===== config.mk =====
export PLATFORM = sky130hd
export DESIGN_NAME = spi_periph
export DESIGN_NICKNAME = d
export VERILOG_FILES = /design/src/hdl/spi_pkg.sv /design/src/hdl/spi_periph.sv /design/src/hdl/spi_regs.sv /design/src/hdl/spi_shifter.sv /design/src/hdl/spi_baud.sv
export VERILOG_INCLUDE_DIRS = /design/src /design/src/hdl
export SDC_FILE = /design/constraint.sdc
export NUM_CORES = 1
export LEC_CHECK = 0
export BUFFER_PORTS_ARGS = -buffer_cell sky130_fd_sc_hd__buf_2
export CAP_MARGIN = 20
export CORE_MARGIN = 5
export CORE_UTILIZATION = 45
export DETAILED_ROUTE_END_ITERATION = 12
export PLACE_DENSITY = 0.76
export SLEW_MARGIN = 10
export SYNTH_ARGS = -nofsm -noshare
export SYNTH_HDL_FRONTEND = slang
export SYNTH_SLANG_ARGS = --single-unit

===== constraint.sdc =====
create_clock -name seq -period 2.9 [get_ports seq]
set_clock_uncertainty 0.2 [all_clocks]
set_input_delay 0 -clock seq [delete_from_list [all_inputs] [get_ports seq]]
set_output_delay 0 -clock seq [all_outputs]
set_load 0.1 [all_outputs]

===== src/hdl/spi_cfg.svh =====
`ifndef SPI_CFG_SVH
`define SPI_CFG_SVH

`define SPI_ADDR_WIDTH 32
`define SPI_DATA_WIDTH 32
`define SPI_FRAME_BITS 8
`define SPI_BAUD_WIDTH 16
`define SPI_BAUD_RESET 16'd24 // Half bit of 25 cycles

// Register byte offsets
`define SPI_REG_DR  32'h00
`define SPI_REG_CR  32'h04
`define SPI_REG_SR  32'h08
`define SPI_REG_BRR 32'h0C
`define SPI_REG_IER 32'h10

// CR bit positions
`define SPI_CR_ENABLE 0
`define SPI_CR_CPHA   1
`define SPI_CR_CPOL   2
`define SPI_CR_LSB    3

// SR bit positions, IER uses the same ones
`define SPI_SR_TBE  0
`define SPI_SR_RBF  1
`define SPI_SR_BUSY 2

`endif

===== src/hdl/spi_pkg.sv =====
package spi_pkg;

    // Target of an APB access after address decode
    typedef enum logic [2:0] {
        REG_DR,
        REG_CR,
        REG_SR,
        REG_BRR,
        REG_IER,
        REG_NONE  // Unmapped offset
    } reg_sel_e;

    // Frame sequencer of the shifter
    typedef enum logic [1:0] {
        IDLE,     // ss_n high, sclk at cpol
        SELECT,   // ss_n low for one half bit
        SHIFT,    // Two sclk edges per bit
        DESELECT  // Hold time before ss_n rises
    } shift_state_e;

endpackage


===== src/hdl/spi_periph.sv =====
`timescale 1ns/1ps
`include "spi_cfg.svh"

module spi_periph import spi_pkg::*; (
    input  logic                         seq,
    input  logic                         rst_n,
    input  logic                         psel,
    input  logic                         penable,
    input  logic                         pwrite,
    input  logic [`SPI_ADDR_WIDTH-1:0]   paddr,
    input  logic [`SPI_DATA_WIDTH-1:0]   pwdata,
    input  logic [`SPI_DATA_WIDTH/8-1:0] pstrb,
    output logic [`SPI_DATA_WIDTH-1:0]   prdata,
    output logic                         pready,
    output logic                         pslverr,
    output logic                         irq,
    input  logic                         pause_req,
    output logic                         pause_ack,
    output logic                         sclk,
    output logic                         mosi,
    input  logic                         miso,
    output logic                         ss_n
);

    logic                       start;
    logic [`SPI_FRAME_BITS-1:0] tx_byte;
    logic                       cpol;
    logic                       cpha;
    logic                       lsb_first;
    logic [`SPI_BAUD_WIDTH-1:0] divisor;
    shift_state_e               state;
    logic                       done;
    logic [`SPI_FRAME_BITS-1:0] rx_byte;
    logic                       run;
    logic                       tick;

    spi_regs spi_regs_i (
        .seq       (seq),
        .rst_n     (rst_n),
        .psel      (psel),
        .penable   (penable),
        .pwrite    (pwrite),
        .paddr     (paddr),
        .pwdata    (pwdata),
        .pstrb     (pstrb),
        .prdata    (prdata),
        .pready    (pready),
        .pslverr   (pslverr),
        .irq       (irq),
        .pause_req (pause_req),
        .pause_ack (pause_ack),
        .start     (start),
        .tx_byte   (tx_byte),
        .cpol      (cpol),
        .cpha      (cpha),
        .lsb_first (lsb_first),
        .divisor   (divisor),
        .state     (state),
        .done      (done),
        .rx_byte   (rx_byte)
    );

    spi_baud spi_baud_i (
        .seq     (seq),
        .rst_n   (rst_n),
        .run     (run),
        .divisor (divisor),
        .tick    (tick)
    );

    spi_shifter spi_shifter_i (
        .seq       (seq),
        .rst_n     (rst_n),
        .start     (start),
        .tx_byte   (tx_byte),
        .cpol      (cpol),
        .cpha      (cpha),
        .lsb_first (lsb_first),
        .tick      (tick),
        .run       (run),
        .state     (state),
        .done      (done),
        .rx_byte   (rx_byte),
        .sclk      (sclk),
        .mosi      (mosi),
        .miso      (miso),
        .ss_n      (ss_n)
    );

endmodule


===== src/hdl/spi_regs.sv =====
`timescale 1ns/1ps
`include "spi_cfg.svh"

module spi_regs import spi_pkg::*; (
    input  logic                         seq,
    input  logic                         rst_n,
    input  logic                         psel,
    input  logic                         penable,
    input  logic                         pwrite,
    input  logic [`SPI_ADDR_WIDTH-1:0]   paddr,
    input  logic [`SPI_DATA_WIDTH-1:0]   pwdata,
    input  logic [`SPI_DATA_WIDTH/8-1:0] pstrb,
    output logic [`SPI_DATA_WIDTH-1:0]   prdata,
    output logic                         pready,
    output logic                         pslverr,
    output logic                         irq,
    input  logic                         pause_req,
    output logic                         pause_ack,
    output logic                         start,
    output logic [`SPI_FRAME_BITS-1:0]   tx_byte,
    output logic                         cpol,
    output logic                         cpha,
    output logic                         lsb_first,
    output logic [`SPI_BAUD_WIDTH-1:0]   divisor,
    input  shift_state_e                 state,
    input  logic                         done,
    input  logic [`SPI_FRAME_BITS-1:0]   rx_byte
);

    reg_sel_e                   sel;
    logic                       setup;
    logic                       access;
    logic                       bad;
    logic                       wr_ok;
    logic                       rd_ok;
    logic [`SPI_DATA_WIDTH-1:0] cr;
    logic [`SPI_DATA_WIDTH-1:0] ier;
    logic [`SPI_DATA_WIDTH-1:0] sr;
    logic [`SPI_DATA_WIDTH-1:0] rdata;
    logic [`SPI_BAUD_WIDTH-1:0] brr;
    logic [`SPI_FRAME_BITS-1:0] tx_buf;
    logic [`SPI_FRAME_BITS-1:0] rx_buf;
    logic                       tx_full;
    logic                       rx_full;
    logic                       enable;

    // Byte lane merge for strobed writes
    function automatic logic [`SPI_DATA_WIDTH-1:0] merge(
        input logic [`SPI_DATA_WIDTH-1:0]   old,
        input logic [`SPI_DATA_WIDTH-1:0]   wdata,
        input logic [`SPI_DATA_WIDTH/8-1:0] strb
    );
        logic [`SPI_DATA_WIDTH-1:0] res;
        res = old;
        for (int i = 0; i < `SPI_DATA_WIDTH/8; i++) begin
            if (strb[i])
                res[8*i +: 8] = wdata[8*i +: 8];
        end
        return res;
    endfunction

    always_comb begin
        case (paddr)
            `SPI_REG_DR:  sel = REG_DR;
            `SPI_REG_CR:  sel = REG_CR;
            `SPI_REG_SR:  sel = REG_SR;
            `SPI_REG_BRR: sel = REG_BRR;
            `SPI_REG_IER: sel = REG_IER;
            default:      sel = REG_NONE;
        endcase
    end

    assign setup  = psel && !penable;
    assign access = psel && penable;
    assign bad    = (sel == REG_NONE) || (sel == REG_DR && !enable);
    assign wr_ok  = access && pwrite && !pslverr; // Error flag was latched in setup
    assign rd_ok  = access && !pwrite && !pslverr;

    assign enable    = cr[`SPI_CR_ENABLE];
    assign cpha      = cr[`SPI_CR_CPHA];
    assign cpol      = cr[`SPI_CR_CPOL];
    assign lsb_first = cr[`SPI_CR_LSB];
    assign divisor   = brr;
    assign tx_byte   = tx_buf;
    assign pready    = 1'b1;

    always_comb begin
        sr                = '0;
        sr[`SPI_SR_TBE]   = !tx_full;
        sr[`SPI_SR_RBF]   = rx_full;
        sr[`SPI_SR_BUSY]  = (state != IDLE);
    end

    assign irq = |(sr & ier);

    // Hand the pending byte over only when nothing holds it back
    assign start = tx_full && (state == IDLE) && enable && !pause_req && !pause_ack;

    always_comb begin
        case (sel)
            REG_DR:  rdata = `SPI_DATA_WIDTH'(rx_buf);
            REG_CR:  rdata = cr;
            REG_SR:  rdata = sr;
            REG_BRR: rdata = `SPI_DATA_WIDTH'(brr);
            REG_IER: rdata = ier;
            default: rdata = '0;
        endcase
    end

    always_ff @(posedge seq) begin
        if (!rst_n) begin
            cr        <= '0;
            ier       <= '0;
            brr       <= `SPI_BAUD_RESET;
            pslverr   <= 1'b0;
            tx_full   <= 1'b0;
            rx_full   <= 1'b0;
            rx_buf    <= '0;
            pause_ack <= 1'b0;
        end else begin
            pslverr <= setup && bad;
            if (wr_ok) begin
                case (sel)
                    REG_CR:  cr <= merge(cr, pwdata, pstrb);
                    REG_IER: ier <= merge(ier, pwdata, pstrb);
                    REG_BRR: brr <= `SPI_BAUD_WIDTH'(merge(`SPI_DATA_WIDTH'(brr), pwdata, pstrb));
                    default: ; // SR is read only, DR handled below
                endcase
            end
            // A new write wins over the start that empties the buffer
            if (wr_ok && sel == REG_DR && pstrb[0])
                tx_full <= 1'b1;
            else if (start)
                tx_full <= 1'b0;
            if (done) begin
                rx_buf  <= rx_byte; // Overwrites an unread byte
                rx_full <= 1'b1;
            end else if (rd_ok && sel == REG_DR) begin
                rx_full <= 1'b0;
            end
            if (!pause_req)
                pause_ack <= 1'b0;
            else if (state == IDLE)
                pause_ack <= 1'b1;
        end
    end

    always_ff @(posedge seq) begin
        if (wr_ok && sel == REG_DR && pstrb[0])
            tx_buf <= pwdata[`SPI_FRAME_BITS-1:0];
        if (setup && !pwrite)
            prdata <= rdata; // Valid in the access cycle
    end

endmodule


===== src/hdl/spi_shifter.sv =====
`timescale 1ns/1ps
`include "spi_cfg.svh"

module spi_shifter import spi_pkg::*; (
    input  logic                       seq,
    input  logic                       rst_n,
    input  logic                       start,
    input  logic [`SPI_FRAME_BITS-1:0] tx_byte,
    input  logic                       cpol,
    input  logic                       cpha,
    input  logic                       lsb_first,
    input  logic                       tick,
    output logic                       run,
    output shift_state_e               state,
    output logic                       done,
    output logic [`SPI_FRAME_BITS-1:0] rx_byte,
    output logic                       sclk,
    output logic                       mosi,
    input  logic                       miso,
    output logic                       ss_n
);

    localparam int MSB   = `SPI_FRAME_BITS - 1;
    localparam int EDGES = 2 * `SPI_FRAME_BITS;
    localparam int EW    = $clog2(EDGES);

    logic [MSB:0]  tx_sr;
    logic [MSB:0]  rx_sr;
    logic [MSB:0]  load_byte;
    logic [EW-1:0] edge_cnt;
    logic          phase;   // sclk relative to the idle level
    logic          cpha_q;
    logic          lsb_q;
    logic          mosi_q;
    logic          leading;
    logic          trailing;
    logic          sample;
    logic          shift_out;
    logic          last_edge;

    function automatic logic [MSB:0] reverse(input logic [MSB:0] b);
        logic [MSB:0] r;
        for (int i = 0; i <= MSB; i++) begin
            r[i] = b[MSB-i];
        end
        return r;
    endfunction

    assign load_byte = lsb_first ? reverse(tx_byte) : tx_byte;

    always_comb begin
        leading   = (state == SHIFT) && tick && !edge_cnt[0];
        trailing  = (state == SHIFT) && tick && edge_cnt[0];
        sample    = cpha_q ? trailing : leading;
        shift_out = cpha_q ? leading : trailing;
        last_edge = trailing && (edge_cnt == EW'(EDGES - 1));
    end

    always_ff @(posedge seq) begin
        if (!rst_n) begin
            state    <= IDLE;
            edge_cnt <= '0;
            phase    <= 1'b0;
            cpha_q   <= 1'b0;
            lsb_q    <= 1'b0;
            mosi_q   <= 1'b0;
            done     <= 1'b0;
        end else begin
            done <= last_edge; // rx_sr already holds the last bit
            case (state)
                IDLE: if (start) begin
                    state  <= SELECT;
                    cpha_q <= cpha;
                    lsb_q  <= lsb_first;
                    mosi_q <= cpha ? 1'b0 : load_byte[MSB]; // cpha 0 presents bit early
                end
                SELECT: if (tick) begin
                    state    <= SHIFT;
                    edge_cnt <= '0;
                end
                SHIFT: if (tick) begin
                    phase    <= !phase;
                    edge_cnt <= edge_cnt + 1'b1;
                    if (last_edge)
                        state <= DESELECT;
                end
                DESELECT: if (tick) begin
                    state  <= IDLE;
                    mosi_q <= 1'b0;
                end
                default: state <= IDLE;
            endcase
            if (shift_out)
                mosi_q <= tx_sr[MSB];
        end
    end

    always_ff @(posedge seq) begin
        if (state == IDLE && start)
            tx_sr <= cpha ? load_byte : load_byte << 1;
        else if (shift_out)
            tx_sr <= tx_sr << 1;
        if (sample)
            rx_sr <= {rx_sr[MSB-1:0], miso};
    end

    assign run     = (state != IDLE);
    assign ss_n    = (state == IDLE);
    assign sclk    = cpol ^ phase;
    assign mosi    = mosi_q;
    assign rx_byte = lsb_q ? reverse(rx_sr) : rx_sr; // Back to register bit order

endmodule


===== src/hdl/spi_baud.sv =====
`timescale 1ns/1ps
`include "spi_cfg.svh"

module spi_baud (
    input  logic                       seq,
    input  logic                       rst_n,
    input  logic                       run,
    input  logic [`SPI_BAUD_WIDTH-1:0] divisor,
    output logic                       tick
);

    logic [`SPI_BAUD_WIDTH-1:0] cnt;

    // Counts divisor down to zero, so one tick per divisor+1 cycles
    always_ff @(posedge seq) begin
        if (!rst_n) begin
            cnt <= '0;
        end else if (!run) begin
            cnt <= divisor; // Restart so the first half bit is a full one
        end else if (cnt == '0) begin
            cnt <= divisor;
        end else begin
            cnt <= cnt - 1'b1;
        end
    end

    assign tick = run && (cnt == '0);

endmodule


==> report_table.html <==
<table>
<tr><th>Metric</th><th>Value</th></tr>
<tr><th colspan="2">Hold path</th></tr>
<tr><td>Startpoint of the tightest hold check path</td><td>paddr[1]</td></tr>
<tr><td>Hold Crit Class</td><td>input pin to flop</td></tr>
<tr><td>Worst Hold End</td><td>spi_regs_i.tx_byte[7]</td></tr>
<tr><td>Worst hold path depth</td><td>4</td></tr>
<tr><th colspan="2">Pwr</th></tr>
<tr><td>Net Sw Frac</td><td>between 20% and 30%</td></tr>
<tr><td>Clock network fraction of total power</td><td>42.8%</td></tr>
<tr><td>Maximum vdd drop</td><td>0.4149 mV</td></tr>
<tr><td>Total power consumption of the routed design</td><td>roughly 5.1 mW</td></tr>
<tr><td>Pwr/cell area</td><td>521.6 nW/um2</td></tr>
<tr><td>Power Internal</td><td>3.958 mW</td></tr>
<tr><td>Static Leak</td><td>~3.7 nW</td></tr>
<tr><td>Share of total power in combinational logic</td><td>under 10%</td></tr>
<tr><td>Net switching power</td><td>1.173 mW</td></tr>
<tr><td>Seq pwr share</td><td>about half</td></tr>
<tr><th colspan="2">Global route</th></tr>
<tr><td>Antenna violations before repair</td><td>3</td></tr>
<tr><td>Via count of the first global-routing pass</td><td>around 6000</td></tr>
<tr><td>Aggregate global routing overflow</td><td>0</td></tr>
<tr><td>GR met1 Demand/Resource</td><td>between 20 and 30%</td></tr>
<tr><td>Global-route wire length before repair</td><td>31170 um</td></tr>
<tr><td>Total track usage</td><td>between 10% and 20%</td></tr>
<tr><td>Peak-usage layer in the global routing report</td><td>met2</td></tr>
<tr><td>GR met3 Demand/Resource</td><td>under 10%</td></tr>
<tr><td>Global Route met2 Usage</td><td>a little under a third</td></tr>
<tr><td>Largest net degree at the start of global routing</td><td>slightly below 70</td></tr>
<tr><th colspan="2">Detailed routing</th></tr>
<tr><td>Routed Antenna Nets</td><td>0</td></tr>
<tr><td>Number of design-rule violations left by the first detailed-router iteration</td><td>approximately 440</td></tr>
<tr><td>Total iterations of the first detailed-routing run</td><td>5</td></tr>
<tr><td>DRC</td><td>0</td></tr>
<tr><td>Average wire length per cell after detail routing</td><td>~17 um</td></tr>
<tr><td>Detail-routed via count per cell</td><td>approximately 5.5</td></tr>
<tr><td>Routed wire length</td><td>19900 um</td></tr>
<tr><td>Routed via count</td><td>approximately 6300</td></tr>
<tr><th colspan="2">Clocking</th></tr>
<tr><td>Clock tree from TritonCTS</td><td>yes</td></tr>
<tr><td>Clock buffer depth</td><td>2</td></tr>
<tr><td>Number of buffers inserted during clock tree synthesis</td><td>17</td></tr>
<tr><td>Sinks on the clock net</td><td>175</td></tr>
<tr><td>Cell chosen for the clock root</td><td>sky130_fd_sc_hd__clkbuf_16</td></tr>
<tr><td>Number of gates resized after cts</td><td>0</td></tr>
<tr><td>Clock latency reported for the late side of the worst-skew pair</td><td>0.43 ns</td></tr>
<tr><td>Number of levels in the clock H-tree</td><td>4</td></tr>
<tr><td>Clock-pin slew of the registers on the worst-case setup and hold paths</td><td>~0.060 ns</td></tr>
<tr><th colspan="2">Floorplan</th></tr>
<tr><td>Core Rows</td><td>48</td></tr>
<tr><td>Die outline height</td><td>about 140 um</td></tr>
<tr><td>Die boundary width</td><td>between 100 and 150 um</td></tr>
<tr><td>Boundary Pins</td><td>114</td></tr>
<tr><td>Area of the die</td><td>between 15000 and 20000 um2</td></tr>
<tr><td>Effective utilization at floorplan</td><td>a little under half</td></tr>
<tr><td>Floorplan Core Area</td><td>~17000 um2</td></tr>
<tr><th colspan="2">Setup path</th></tr>
<tr><td>Worst-path fanout max</td><td>6</td></tr>
<tr><td>Critical path arrival</td><td>between 2 and 3 ns</td></tr>
<tr><td>Setup slack on the worst flop-to-flop path</td><td>~0.42 ns</td></tr>
<tr><td>Critical register-to-register path startpoint</td><td>spi_regs_i.pslverr</td></tr>
<tr><td>Reg2Reg Depth</td><td>5</td></tr>
<tr><td>Required arrival time at the worst endpoint</td><td>3.01 ns</td></tr>
<tr><td>Capture instance of the worst register-to-register path</td><td>spi_regs_i.cr[5]</td></tr>
<tr><td>Element type at the critical path end</td><td>flop</td></tr>
<tr><td>Critical setup path kind</td><td>input pin to flop</td></tr>
<tr><td>Critical Path Source Type</td><td>input pin</td></tr>
<tr><th colspan="2">STA</th></tr>
<tr><td>Highest attainable clock frequency</td><td>0.3638 GHz</td></tr>
<tr><td>Setup TNS</td><td>0 ns</td></tr>
<tr><td>Max_slew headroom</td><td>around 57%</td></tr>
<tr><td>Final setup margin</td><td>about 0.15 ns</td></tr>
<tr><td>Final number of hold-violating endpoints</td><td>0</td></tr>
<tr><td>Pin slew with the least headroom to its limit</td><td>between 0.6 and 0.7 ns</td></tr>
<tr><td>Number of pins with negative max-slew slack in the final report</td><td>0</td></tr>
<tr><td>Final period demand of the worst path</td><td>between 2 and 3 ns</td></tr>
<tr><td>RSZ-0062 raised after global routing</td><td>false</td></tr>
<tr><td>Final setup fails</td><td>0</td></tr>
<tr><td>Final hold slack</td><td>about 0.072 ns</td></tr>
<tr><td>Final worst-path cycle share</td><td>94.77%</td></tr>
<tr><th colspan="2">Yosys</th></tr>
<tr><td>Net count of the mapped netlist</td><td>around 810</td></tr>
<tr><td>Number of flops mapped to enable cells by yosys</td><td>56</td></tr>
<tr><td>Post-synth top area cell</td><td>sky130_fd_sc_hd__dfxtp_1</td></tr>
<tr><td>Cell types occupying the most area after synthesis</td><td>sky130_fd_sc_hd__dfxtp_1 (31%), sky130_fd_sc_hd__edfxtp_1 (22%), sky130_fd_sc_hd__mux2i_1 (11%), sky130_fd_sc_hd__nand2_1 (4.8%), sky130_fd_sc_hd__nor2_1 (3.4%)</td></tr>
<tr><td>Top cell types by occurrence after synthesis</td><td>sky130_fd_sc_hd__dfxtp_1 (119), sky130_fd_sc_hd__nand2_1 (99), sky130_fd_sc_hd__mux2i_1 (86)</td></tr>
<tr><td>Post-Synthesis Cell Area</td><td>~7700 um2</td></tr>
<tr><td>Area share of the largest cell type after synthesis</td><td>about 30%</td></tr>
<tr><td>Number of distinct standard cells referenced by the synthesized netlist</td><td>around 70</td></tr>
<tr><td>Number of cells produced by synthesis</td><td>roughly 730</td></tr>
<tr><td>Top FF cell, synth</td><td>sky130_fd_sc_hd__dfxtp_1</td></tr>
<tr><td>Average cell area after synthesis</td><td>between 10 and 15 um2</td></tr>
<tr><td>Share of flip-flops with an asynchronous set or reset</td><td>0%</td></tr>
<tr><td>Library cell with the highest instance count after synthesis</td><td>sky130_fd_sc_hd__dfxtp_1</td></tr>
<tr><td>Flip-flop and latch count after synthesis</td><td>~180</td></tr>
<tr><td>Share of synthesized area occupied by flip-flops and latches</td><td>roughly 53%</td></tr>
<tr><td>Main combinational cell family by area after synthesis</td><td>simple AND/OR/NAND/NOR gates</td></tr>
<tr><td>Area fraction in compound gates after synthesis</td><td>10.91%</td></tr>
<tr><td>Multiplexer share of the synthesized area</td><td>12.72%</td></tr>
<tr><td>Synthesized-area fraction occupied by and/or/nand/nor cells</td><td>roughly 18%</td></tr>
<tr><td>Adder-Cell Fraction of Synth Area</td><td>1.132%</td></tr>
<tr><td>Synth Area in XOR/XNOR</td><td>under 10%</td></tr>
<tr><td>Total of warnings raised by yosys</td><td>0</td></tr>
<tr><th colspan="2">Cells and area</th></tr>
<tr><td>Post-layout net count</td><td>approximately 990</td></tr>
<tr><td>Fraction of final layout cells sized beyond drive strength 1</td><td>21.83%</td></tr>
<tr><td>Fill cell instance count of the final layout</td><td>roughly 1400</td></tr>
<tr><td>Layout Area Growth over Synthesis</td><td>27.09%</td></tr>
<tr><th colspan="2">Place</th></tr>
<tr><td>Placer's final routability congestion estimate</td><td>between 0.8 and 0.9</td></tr>
<tr><td>Setup WS pre-CTS</td><td>0.4007 ns</td></tr>
<tr><td>Buffers on Ports</td><td>approximately 110</td></tr>
<tr><td>Post-detailed-placement half-perimeter wirelength</td><td>roughly 13000 um</td></tr>
<tr><th colspan="2">Job</th></tr>
<tr><td>Max-capacitance violation count</td><td>0</td></tr>
<tr><th colspan="2">Run status</th></tr>
<tr><td>Outcome</td><td>finished clean</td></tr>
</table>
[worst max-delay path: stages]
cell and delay, ns:
sky130_fd_sc_hd__dlygate4sd3_1 0.57, sky130_fd_sc_hd__buf_2 0.16, sky130_fd_sc_hd__or4_4 0.56, sky130_fd_sc_hd__or3_1 0.46, sky130_fd_sc_hd__nand2_1 0.13, sky130_fd_sc_hd__nand2_1 0.13
sky130_fd_sc_hd__o2111a_1 0.28, sky130_fd_sc_hd__dlygate4sd3_1 0.56
[logic make-up (layout without fill, tap and decap cells)]
logic type      count (synthesis)  count (layout)
compound gates                118             118
xor+xnor                       16              16
fa+ha+maj                       7               7
buf+inv                        56             241
flops                         175             175
mux                            95              95
other cells                     1               3
simple gates                  263             263
[metrics by stage]
stage	cells	utilization (%)	instance area (um2)
CTS	1135	57.23	9762
floorplan	731	-	7751
detailed placement	1041	50.28	8576
finish	1143	57.67	9837
global placement	1041	50.28	8576
global route	1142	57.66	9834
[layer usage]
metal,part of all wire (%),routed length (um)
met5,0.11,21
met4,2.3,462
met3,7.2,1429
met2,47,9419
met1,43,8563
[placed cells by master, fill, tap and decap left out, drive strengths merged, types with 7 or more instances in the layout]
cell type,instances
a211oi,21
a21oi,13
a22o,16
a22oi,19
buf,136
clkbuf,26
dfxtp,119
dlygate4sd3,62
edfxtp,56
ha,7
inv,12
mux2,7
mux2i,86
nand2,100
nand3,26
nor2,72
nor3,10
nor4,15
o21ai,29
xnor2,7
xor2,9
[power groups by stage]
stage                     registers [mW]  clock network (mW)  logic (mW)
final                               2.54                2.20       0.391
after global routing                2.54                2.32       0.413
after CTS                           2.54                2.23       0.389
after detailed placement            2.60                   0       0.332
after global placement              2.60                   0       0.329
after floorplan                     2.72                   0      0.0919
[worst max path at each step]
stage,from,end,slack [ns],cells after the start
2_1_floorplan,spi_shifter_i.state[0],spi_shifter_i.tx_sr[0],0.01,7
3_3_place_gp,spi_regs_i.pslverr,spi_regs_i.cr[4],0.44,5
3_5_place_dp,paddr[12],spi_regs_i.ier[2],0.40,6
4_1_cts,paddr[0],spi_regs_i.ier[26],0.03,8
5_1_grt,paddr[4],spi_regs_i.pslverr,0.12,8
6_report,paddr[5],spi_regs_i.pslverr,0.15,8
[final cells by class]
type,count,area [um2],share of cell area (%)
inverters,11,41.29,0.4197
well taps,225,281.5,2.862
diodes,2,5.005,0.05088
clock inverters,6,55.05,0.5597
repair buffers,198,1411,14.35
flip-flops and latches,175,4064,41.31
clock buffers,26,510.5,5.190
multi-input cells,500,3468,35.26
[timing repair]
action,4_1_cts,5_1_grt
setup endpoints to repair,0,7
endpoints found under the hold margin,109,0
buffers inserted,0,6
hold buffers,62,0
[sequential cells by signal (all words and copies together), names as in the netlist, 2 cells and up]
name and cells:
spi_regs_i.prdata 32, spi_shifter_i.tx_sr 8, spi_regs_i.cr 32, spi_shifter_i.state 2, spi_baud_i.cnt 16, spi_regs_i.rx_buf 8
spi_regs_i.tx_byte 8, spi_regs_i.ier 32, spi_shifter_i.edge_cnt 4, spi_shifter_i.rx_sr 8, spi_regs_i.divisor 16
Note: power is estimated with default switching activity, not from simulation.
